## src/common/c2h_cfg_pkg.sv

```systemverilog
`default_nettype none

package c2h_cfg_pkg;

   typedef logic [15:0] cfg_addr_t;
   typedef logic [31:0] cfg_word_t;
   typedef logic [7:0]  cfg_offset_t;

   //////////////////////////////////////////////////
   // Address map
   //////////////////////////////////////////////////

   // Bank i spans BANK_BASE + i*BANK_SPAN up to the next bank
   localparam cfg_addr_t   BANK_BASE  = 16'h0100;
   localparam cfg_addr_t   BANK_SPAN  = 16'h0100;

   localparam cfg_offset_t CTL_OFFSET = 8'h00;
   localparam cfg_offset_t ERR_OFFSET = 8'h04;

   // Read values for holes in the map
   localparam cfg_word_t   BANK_POISON_BASE = 32'hbaad_3100;
   localparam cfg_word_t   RANGE_POISON     = 32'hbaad_3600;

   // Descriptor, data mover, write-back
   localparam int          WB_BANK_IDX = 2;

   //////////////////////////////////////////////////
   // Write-back control word
   //////////////////////////////////////////////////

   // Fields listed MSB first
   typedef struct packed {
      logic [17:0] rsvd;
      logic [5:0]  wc_cnt_minus1;
      logic [3:0]  wc_en;
      logic        md_ptr_en;
      logic        desc_cdt_en;
      logic        pkt_cnt_en;
      logic        desc_cnt_en;
   } wb_ctl_fields_t;

   typedef union packed {
      cfg_word_t      raw;
      wb_ctl_fields_t f;
   } wb_ctl_u;

endpackage

`default_nettype wire

```

## src/common/cfg_bank_if.sv

```systemverilog
`default_nettype none
`timescale 1ns/1ps

interface cfg_bank_if
   import c2h_cfg_pkg::*;
();

   logic        sel;
   logic        wr_stb;
   cfg_offset_t offset;
   cfg_word_t   wdata;
   cfg_word_t   rdata;

   modport decoder (
      output sel, wr_stb, offset, wdata
   );

   modport bank (
      input  sel, wr_stb, offset, wdata,
      output rdata
   );

   modport merge (
      input sel, rdata
   );

endinterface

`default_nettype wire

```

## src/err_bank/cfg_err_bank.sv

```systemverilog
`default_nettype none
`timescale 1ns/1ps

module cfg_err_bank
   import c2h_cfg_pkg::*;
#(
   parameter int ERR_BITS = 3,
   parameter int BANK_IDX = 0
) (
   input  logic                clk,
   input  logic                rst_n,
   input  logic [ERR_BITS-1:0] err_set,
   cfg_bank_if.bank            bus,
   output cfg_word_t           ctl_word,
   output logic                bank_error
);

   // Unmapped offsets read back a per-bank marker
   localparam cfg_word_t POISON =
      BANK_POISON_BASE + cfg_word_t'(BANK_IDX) * cfg_word_t'(BANK_SPAN);

   cfg_word_t           ctl_q;
   logic [ERR_BITS-1:0] sticky_q;
   logic                ctl_wr;
   logic [ERR_BITS-1:0] err_clr;

   //////////////////////////////////////////////////
   // Register writes
   //////////////////////////////////////////////////

   assign ctl_wr  = bus.wr_stb && (bus.offset == CTL_OFFSET);
   assign err_clr = (bus.wr_stb && (bus.offset == ERR_OFFSET)) ?
                    bus.wdata[ERR_BITS-1:0] : '0;

   always_ff @(posedge clk) begin
      if (!rst_n) begin
         ctl_q <= '0;
      end else if (ctl_wr) begin
         ctl_q <= bus.wdata;
      end
   end

   // RW1C, a new event beats a clear in the same cycle
   always_ff @(posedge clk) begin
      if (!rst_n) begin
         sticky_q <= '0;
      end else begin
         sticky_q <= (sticky_q & ~err_clr) | err_set;
      end
   end

   //////////////////////////////////////////////////
   // Read data and summary flag
   //////////////////////////////////////////////////

   always_ff @(posedge clk) begin
      if (!rst_n) begin
         bus.rdata <= '0;
      end else begin
         case (bus.offset)
            CTL_OFFSET: bus.rdata <= ctl_q;
            ERR_OFFSET: bus.rdata <= cfg_word_t'(sticky_q);
            default:    bus.rdata <= POISON;
         endcase
      end
   end

   always_ff @(posedge clk) begin
      if (!rst_n) begin
         bank_error <= 1'b0;
      end else begin
         bank_error <= |sticky_q;
      end
   end

   assign ctl_word = ctl_q;

   // Decoder must only strobe the bank it selected
   a_stb_needs_sel : assert property (
      @(posedge clk) disable iff (!rst_n)
      bus.wr_stb |-> bus.sel
   );

endmodule

`default_nettype wire

```

## src/logic/c2h_cfg_top.sv

```systemverilog
`default_nettype none
`timescale 1ns/1ps

module c2h_cfg_top
   import c2h_cfg_pkg::*;
#(
   parameter int NUM_BANKS = 3,
   parameter int ERR_BITS  = 3
) (
   input  logic                          clk,
   input  logic                          rst_n,
   input  logic                          cfg_wr_req,
   input  logic                          cfg_rd_req,
   input  cfg_addr_t                     cfg_addr,
   input  cfg_word_t                     cfg_wdata,
   input  logic [NUM_BANKS*ERR_BITS-1:0] err_set,
   output logic                          cfg_ack,
   output cfg_word_t                     cfg_rdata,
   output logic [NUM_BANKS-1:0]          bank_error,
   output logic                          wb_desc_cnt_en,
   output logic                          wb_pkt_cnt_en,
   output logic                          wb_desc_cdt_en,
   output logic                          wb_md_ptr_en,
   output logic [3:0]                    wc_en,
   output logic [5:0]                    wc_cnt_minus1
);

   logic      req_active;
   cfg_word_t ctl_word [NUM_BANKS];
   wb_ctl_u   wb_ctl;

   cfg_bank_if bank_if [NUM_BANKS] ();

   cfg_range_decode #(
      .NUM_BANKS (NUM_BANKS)
   ) u_decode (
      .clk        (clk),
      .rst_n      (rst_n),
      .cfg_wr_req (cfg_wr_req),
      .cfg_rd_req (cfg_rd_req),
      .cfg_addr   (cfg_addr),
      .cfg_wdata  (cfg_wdata),
      .req_active (req_active),
      .banks      (bank_if)
   );

   // Bank 0 descriptor, 1 data mover, 2 write-back
   for (genvar i = 0; i < NUM_BANKS; i++) begin : g_bank
      cfg_err_bank #(
         .ERR_BITS (ERR_BITS),
         .BANK_IDX (i)
      ) u_bank (
         .clk        (clk),
         .rst_n      (rst_n),
         .err_set    (err_set[i*ERR_BITS +: ERR_BITS]),
         .bus        (bank_if[i]),
         .ctl_word   (ctl_word[i]),
         .bank_error (bank_error[i])
      );
   end

   cfg_resp_merge #(
      .NUM_BANKS (NUM_BANKS)
   ) u_merge (
      .clk        (clk),
      .rst_n      (rst_n),
      .req_active (req_active),
      .banks      (bank_if),
      .cfg_ack    (cfg_ack),
      .cfg_rdata  (cfg_rdata)
   );

   // Write-back field breakout
   assign wb_ctl.raw     = ctl_word[WB_BANK_IDX];
   assign wb_desc_cnt_en = wb_ctl.f.desc_cnt_en;
   assign wb_pkt_cnt_en  = wb_ctl.f.pkt_cnt_en;
   assign wb_desc_cdt_en = wb_ctl.f.desc_cdt_en;
   assign wb_md_ptr_en   = wb_ctl.f.md_ptr_en;
   assign wc_en          = wb_ctl.f.wc_en;
   assign wc_cnt_minus1  = wb_ctl.f.wc_cnt_minus1;

endmodule

`default_nettype wire

```

## src/logic/cfg_range_decode.sv

```systemverilog
`default_nettype none
`timescale 1ns/1ps

module cfg_range_decode
   import c2h_cfg_pkg::*;
#(
   parameter int NUM_BANKS = 3
) (
   input  logic       clk,
   input  logic       rst_n,
   input  logic       cfg_wr_req,
   input  logic       cfg_rd_req,
   input  cfg_addr_t  cfg_addr,
   input  cfg_word_t  cfg_wdata,
   output logic       req_active,
   cfg_bank_if.decoder banks [NUM_BANKS]
);

   logic                 wr_q;
   logic                 rd_q;
   logic                 wr_rise;
   logic [NUM_BANKS-1:0] hit;

   //////////////////////////////////////////////////
   // Request edge detect
   //////////////////////////////////////////////////

   always_ff @(posedge clk) begin
      if (!rst_n) begin
         wr_q <= 1'b0;
         rd_q <= 1'b0;
      end else begin
         wr_q <= cfg_wr_req;
         rd_q <= cfg_rd_req;
      end
   end

   assign req_active = wr_q | rd_q;

   // One cycle, on the first cycle of a write
   assign wr_rise = cfg_wr_req & ~wr_q;

   //////////////////////////////////////////////////
   // Bank range decode
   //////////////////////////////////////////////////

   for (genvar i = 0; i < NUM_BANKS; i++) begin : g_bank
      localparam cfg_addr_t LO = cfg_addr_t'(BANK_BASE + i * BANK_SPAN);
      localparam cfg_addr_t HI = cfg_addr_t'(BANK_BASE + (i + 1) * BANK_SPAN);

      assign hit[i]          = (cfg_addr >= LO) && (cfg_addr < HI);
      assign banks[i].sel    = hit[i];
      assign banks[i].wr_stb = wr_rise & hit[i];
      // Banks are aligned to their span, so the low byte is the offset
      assign banks[i].offset = cfg_addr[$bits(cfg_offset_t)-1:0];
      assign banks[i].wdata  = cfg_wdata;
   end

   // Host protocol allows one request type at a time
   a_one_req_type : assert property (
      @(posedge clk) disable iff (!rst_n)
      !(cfg_wr_req && cfg_rd_req)
   );

endmodule

`default_nettype wire

```

## src/logic/cfg_resp_merge.sv

```systemverilog
`default_nettype none
`timescale 1ns/1ps

module cfg_resp_merge
   import c2h_cfg_pkg::*;
#(
   parameter int NUM_BANKS = 3
) (
   input  logic      clk,
   input  logic      rst_n,
   input  logic      req_active,
   cfg_bank_if.merge banks [NUM_BANKS],
   output logic      cfg_ack,
   output cfg_word_t cfg_rdata
);

   logic [NUM_BANKS-1:0] sel_vec;
   cfg_word_t            bank_rdata [NUM_BANKS];
   cfg_word_t            mux_rdata;

   // Flatten the interface array for the mux
   for (genvar i = 0; i < NUM_BANKS; i++) begin : g_gather
      assign sel_vec[i]    = banks[i].sel;
      assign bank_rdata[i] = banks[i].rdata;
   end

   always_comb begin
      mux_rdata = RANGE_POISON;
      for (int i = 0; i < NUM_BANKS; i++) begin
         if (sel_vec[i]) begin
            mux_rdata = bank_rdata[i];
         end
      end
   end

   //////////////////////////////////////////////////
   // Response registers
   //////////////////////////////////////////////////

   always_ff @(posedge clk) begin
      if (!rst_n) begin
         cfg_ack   <= 1'b0;
         cfg_rdata <= '0;
      end else begin
         cfg_ack <= req_active;
         // Capture on the ack edge, then hold while ack is up
         if (req_active && !cfg_ack) begin
            cfg_rdata <= mux_rdata;
         end
      end
   end

   // Bank ranges never overlap
   a_sel_onehot : assert property (
      @(posedge clk) disable iff (!rst_n)
      $onehot0(sel_vec)
   );

endmodule

`default_nettype wire

```

## config.mk

```make
export PLATFORM = sky130hd
export DESIGN_NAME = c2h_cfg_top
export DESIGN_NICKNAME = d
export VERILOG_FILES = /design/src/common/c2h_cfg_pkg.sv /design/src/common/cfg_bank_if.sv /design/src/err_bank/cfg_err_bank.sv /design/src/logic/c2h_cfg_top.sv /design/src/logic/cfg_range_decode.sv /design/src/logic/cfg_resp_merge.sv
export SDC_FILE = /design/constraint.sdc
export NUM_CORES = 1
export LEC_CHECK = 0
export ABC_AREA = 1
export BUFFER_PORTS_ARGS = -buffer_cell sky130_fd_sc_hd__buf_4
export CAP_MARGIN = 25
export CORE_MARGIN = 4
export CORE_UTILIZATION = 30
export CTS_BUF_LIST = sky130_fd_sc_hd__clkbuf_2
export DETAILED_ROUTE_END_ITERATION = 10
export SLEW_MARGIN = 0
export SYNTH_ARGS = -nofsm -noshare
export SYNTH_HDL_FRONTEND = slang
export SYNTH_SLANG_ARGS = --single-unit
```

## constraint.sdc

```tcl
create_clock -name clk -period 3.07 [get_ports clk]
set_clock_uncertainty 0.15 [all_clocks]
set_input_delay 0.614 -clock clk [delete_from_list [all_inputs] [get_ports clk]]
set_output_delay 0.614 -clock clk [all_outputs]
set_load 0.05 [all_outputs]
```

Yosys cells after proc, flatten, opt, wreduce, memory -nomap -nowiden
Cells that the tools add are included.
{ "classes": {"mul": 0, "n_div": 0, "n_lt_le_gt_ge": 6, "addsub": 0, "eq_ne": 1, "n_mux": 9, "reduce_logical": 15, "bitwise_logic": 15, "shift": 0} }
{ "ops": {"columns": ["operator", "count"], "rows": [
  ["$pmux W32 S2", 3],
  ["$mux W32", 3],
  ["$ge A16 B10 Y1 const B", 2],
  ["$lt A16 B10 Y1 const B", 2],
  ["$ge A16 B9 Y1 const B", 1],
  ["$lt A16 B11 Y1 const B", 1],
  ["$logic_and A1 B1 Y1", 10],
  ["$and A3 B3 Y3", 3],
  ["$mux W3", 3],
  ["$not A3 Y3", 3],
  ["$or A3 B3 Y3", 3],
  ["$reduce_or A3 Y1", 3],
  ["$eq A8 B3 Y1 const B", 1],
  ["$logic_not A8 Y1", 1],
  ["$and A1 B1 Y1", 4],
  ["$logic_not A1 Y1", 1],
  ["$not A1 Y1", 1],
  ["$or A1 B1 Y1", 1]
]} }
{ "word_totals": {"romBits": 0, "reg_bits": 239, "out_inout_bits": 50, "ram_bits": 0, "input_bits": 61, "mem_count": 0, "elab_cells": 62, "latch_bits": 0} }

Longest topological paths before layout
{ "depth": {"ltp_word": 8, "ltp_mapped": 9, "ltp_nobuf": 8} }

Cells and area by module
From an unflattened synthesis, not the netlist that was laid out.
{ "hier_totals": {"cells_unflattened": 1302, "hier_area_um2": 10188.5} }
{ "by_module_without_submodules": {"columns": ["module", "seq_area_each_um2", "cells_per_inst", "n_inst", "area_per_inst_um2"], "rows": [
  ["cfg_err_bank at g_bank[0].u_bank ...", 1361.3, 281, 2, 2412.3],
  ["cfg_err_bank at g_bank[2].u_bank", 1361.3, 281, 1, 2358.5],
  ["cfg_resp_merge", 660.6, 303, 1, 1931.9],
  ["cfg_range_decode", 40.0, 156, 1, 1073.5]
]} }

Worst setup path after synthesis
No wires, ideal clock.
{ "synth_path": {"path_kind": "in2reg", "start": "in cfg_addr[6]", "end": "reg g_bank[2].u_bank.sticky_q[1]", "arrival_time_ns": 1.503, "t_required_ns": 2.788, "setup_slack_ns": 1.285, "stages": 7, "path_buffers": 1, "setup_ns": 0.132, "path_cell_list": "nor2_1 nand2_2 nor2_2 buf_2 nand4_1 nand2_1 a21oi_1"} }
{ "synth_between": {"elab_chain_cells": 8, "elab_cells_between_ends": 10, "classes_between": "order compare: 2; eq/ne: 1; mux: 1; bitwise: 4; reduce/logical: 2"} }
{ "synth_rtl": {"columns": ["item", "line_no", "rtl"], "rows": [
  ["start: declaration", "c2h_cfg_top.sv:14", "input cfg_addr_t cfg_addr,"],
  ["$ge A16 B10 Y1 / $lt A16 B11 Y1 (equally long branches)", "cfg_range_decode.sv:51", "assign hit[i] = (cfg_addr >= LO) && (cfg_addr < HI);"],
  ["$logic_and A1 B1 Y1", "cfg_range_decode.sv:51", null],
  ["$and A1 B1 Y1", "cfg_range_decode.sv:53", "assign banks[i].wr_stb = wr_rise & hit[i];"],
  ["$logic_and A1 B1 Y1 *", "cfg_err_bank.sv:32", "assign err_clr = (bus.wr_stb && (bus.offset == ERR_OFFSET)) ?"],
  ["$mux W3 *", "cfg_err_bank.sv:32", null],
  ["$not A3 Y3 *", "cfg_err_bank.sv:48", "sticky_q <= (sticky_q & ~err_clr) | err_set;"],
  ["$and A3 B3 Y3 *", "cfg_err_bank.sv:48", null],
  ["$or A3 B3 Y3 *", "cfg_err_bank.sv:48", null],
  ["end signal: assignment", "cfg_err_bank.sv:48", null],
  ["end: declaration", "cfg_err_bank.sv:23", "logic [ERR_BITS-1:0] sticky_q;"]
]} }
Every way passes the cells marked *; elsewhere a longest branch is shown, timed or not.
A chain may end at the register's enable or synchronous reset.

Final worst setup path
{ "layout_path": {"start": "in cfg_addr[8]", "end": "reg g_bank[0].u_bank.sticky_q[1]"} }
{ "layout_between": {"elab_chain_cells": 8, "elab_cells_between_ends": 9, "classes_between": "order compare: 2; mux: 1; bitwise: 4; reduce/logical: 2"} }
{ "layout_rtl": {"columns": ["item", "line_no"], "rows": [
  ["$ge A16 B9 Y1 / $lt A16 B10 Y1 (equally long branches)", "cfg_range_decode.sv:51"],
  ["$logic_and A1 B1 Y1 *", "cfg_range_decode.sv:51"],
  ["$and A1 B1 Y1 *", "cfg_range_decode.sv:53"],
  ["$logic_and A1 B1 Y1 *", "cfg_err_bank.sv:32"],
  ["$mux W3 *", "cfg_err_bank.sv:32"],
  ["$not A3 Y3 *", "cfg_err_bank.sv:48"],
  ["$and A3 B3 Y3 *", "cfg_err_bank.sv:48"],
  ["$or A3 B3 Y3 *", "cfg_err_bank.sv:48"],
  ["end signal: assignment", "cfg_err_bank.sv:48"],
  ["end: declaration", "cfg_err_bank.sv:23"]
]} }
Marked as above.

==> results.tsv <==
metric	value	unit
synthToLayoutAreaGrowth	22.5	%
p_per_area	529	nW/um^2
hold_viol_final	0	
p_clk_share	34.1	%
drive_above_1_share	20.6	%
die_h	180	um
initialDrtViolationCount	410	
numCtsBuffers	58	
highest-signal-layer	met4	
wl_met3	1.22	mm
finalNetCount	1319	
cp-start-kind	input port	
post-cts-setup-buffers	0	
io_buffers	110	
grt_max_degree	94	
timing.hold.ws	0.197	ns
status	finished, final reports clean	
ir_drop	0.178	mV
ios	111	
grt_use_total	15.0	%
cts_max_level	2	
place_congestion	0.760	
place_ws	0.592	ns
worst_path_largest_cell_delay	0.58	ns
switching_share	28.5	%
timing.fmax	0.392	GHz
routed_wl	25.1	mm
power_frac_comb	10.1	%
cap_violations	0	
clk_latency	0.84	ns
cts_buffer_depth	3	
syn_area_per_cell	8.03	sq um
fin_tns_setup	0	ns
dpl.hpwl	15.3	mm
gr-total-overflow	0	
yosysWarningCount	0	
dieArea	32500	sq um
drc_errors	0	
wl_met1	11.6	mm
wl_met2	11.9	mm
rr_worst_depth	5	
async_flop_share	0	%
finalSetupViolations	0	
cts_tree	built	
tightest_slew	0.876	ns
criticalPathCategory	in2reg	
core_area	29000	sq um
slew_headroom	41.6	%
hp-class	in2reg	
synth_edf_count	0	
synth-seq-cells	239	
netlist_instances	1109	
fin_ws	0.520	ns
grt_pass1_wl	39.9	mm
fin_crit	2.55	ns
start_util	30.7	%
post-route-period-util	83.1	%
ys.flop_type	dfxtp_1	
slowest_stage	dlygate4sd3_1	
hold_depth	6	
critical-path-top-delay-family	buffers and inverters	
p_seq_share	55.8	%
grt_pass1_vias	7317	
final_util	37.6	%
antenna_left	0	
rsz0062_at_grt	false	
p_switching	1.64	mW
die_x	180	um
p_int	4.13	mW
ys_seq_area_share	53.7	%
via_per_inst	4.54	
required	3.62	ns
critPathBufInv	5	
drv_slew	0	
synth_nets	1170	
worstPathArrival	3.10	ns
antenna_found_initial	1	
cp_max_fo	19	
worst-path-stages	11	
num_rows	62	
power_leakage	4.34	nW
synth_cell_types	27	
end_kind	register	
post_drt_wl_per_cell	14.9	um
vias	7638	
p_total	5.77	mW
worstPathCellList	dlygate4sd3_1, buf_4, inv_1, nor2_1, nand2_1, nor2_8, buf_4, nand4_1, nand2_1, a21oi_1, dlygate4sd3_1	
dr.pass1.iters	5	
synth_area	8910	sq um
clk_pin_slew	0.12	ns
fillers	3063	
cts.root.buffer_cell	clkbuf_2	
clock-sinks	239	
==> layout make-up <==
class | instances | area, sq um | share of cell area [%]
diodes | 1 | 2.50 | 0.0229
multi-input cells | 730 | 3420 | 31.3
clock buffers | 84 | 420 | 3.85
inverters | 48 | 181 | 1.66
clock inverters | 16 | 70.1 | 0.642
repair buffers | 181 | 1560 | 14.3
well taps | 384 | 480 | 4.40
flip-flops and latches | 239 | 4780 | 43.8
==> layer usage <==
metal	track usage (%)	up-vias
met5	0	-
met4	3.93	0
met3	3.05	23
met2	24.9	178
met1	20.0	3543
li1	-	3894
==> final timing paths <==
check	start	slack, ns	to
max reg2reg	u_decode.wr_q	0.70	u_merge.cfg_rdata[20]
min	cfg_addr[2]	0.20	g_bank[0].u_bank.bus.rdata[0]
max	cfg_addr[8]	0.52	g_bank[0].u_bank.sticky_q[1]
min reg2reg	g_bank[1].u_bank.ctl_word[24]	0.22	g_bank[1].u_bank.bus.rdata[24]
==> tightest hold or removal path: stages <==
cell and delay, ns:
buf_4 0.08, nor2_1 0.04, nand2_2 0.17, nor2_8 0.10, nand2_1 0.07, a21oi_1 0.06
==> power groups by stage <==
stage                     sequential, mW  clock (mW)  combinational [mW]
final                               3.22        1.97               0.584
after global routing                3.23        2.20               0.635
after CTS                           3.22        2.05               0.588
after detailed placement            3.29           0               0.529
after global placement              3.29           0               0.524
after floorplan                     3.40           0               0.203
==> cell usage in the layout, fill, tap and decap left out, types with 2 or more instances in the layout <==
master	instances
dfxtp_1	239
nor2_1	220
nand2_1	164
buf_4	122
o21ai_0	117
a21oi_1	104
clkbuf_2	84
dlygate4sd3_1	54
inv_1	42
nand3_1	33
nor2_2	26
a31oi_1	18
clkinv_1	14
nor2_4	11
o21ai_1	11
nand4_1	9
inv_2	5
buf_12	5
nor2_8	3
nand3_4	3
nor3_1	3
nand2_2	2
nand3b_1	2
clkinv_4	2
==> registers in the layout, summed over array words and instances, names as in the netlist <==
name / count
g_bank.u_bank.ctl_word: 96
u_decode.rd_q: 1
g_bank.u_bank.bank_error: 3
u_decode.wr_q: 1
u_merge.cfg_ack: 1
g_bank.u_bank.bus.rdata: 96
u_merge.cfg_rdata: 32
g_bank.u_bank.sticky_q: 9
==> kinds of logic (layout without fill, tap and decap cells) <==
group | after synthesis | count (layout) | synth area share [%]
other | 0 | 1 | 0
and+or+nand+nor | 479 | 479 | 23.9
DFF | 239 | 239 | 53.7
AOI/OAI and AO/OA | 251 | 251 | 14.4
buffers and inverters | 140 | 329 | 8.06
==> cell usage after synthesis, types with 9 or more instances <==
cell type | n | area (sq um)
buf_6 | 14 | 158
a21oi_1 | 105 | 526
inv_1 | 42 | 158
o21ai_0 | 117 | 586
dfxtp_1 | 239 | 4780
nand4_1 | 9 | 56.3
buf_2 | 24 | 120
clkbuf_1 | 37 | 139
a31oi_1 | 18 | 113
nand2_1 | 164 | 616
nor2_1 | 221 | 830
nor2_4 | 11 | 124
buf_4 | 14 | 105
nor2_2 | 25 | 156
nand3_1 | 33 | 165
o21ai_1 | 11 | 55.1
==> repair_timing <==
item / in CTS / in global routing
hold buffers: 54 / 0
resized for setup: 0 / 0
endpoints found under the hold margin: 117 / 0
==> per-stage QoR <==
step / cells / instance area, sq um
6_report: 1683 / 10900
4_1_cts: 1682 / 10900
3_3_place_gp: 1527 / 9860
2_1_floorplan: 1109 / 8910
3_5_place_dp: 1528 / 9880
5_1_grt: 1683 / 10900
Note: power is estimated with default switching activity, not from simulation.
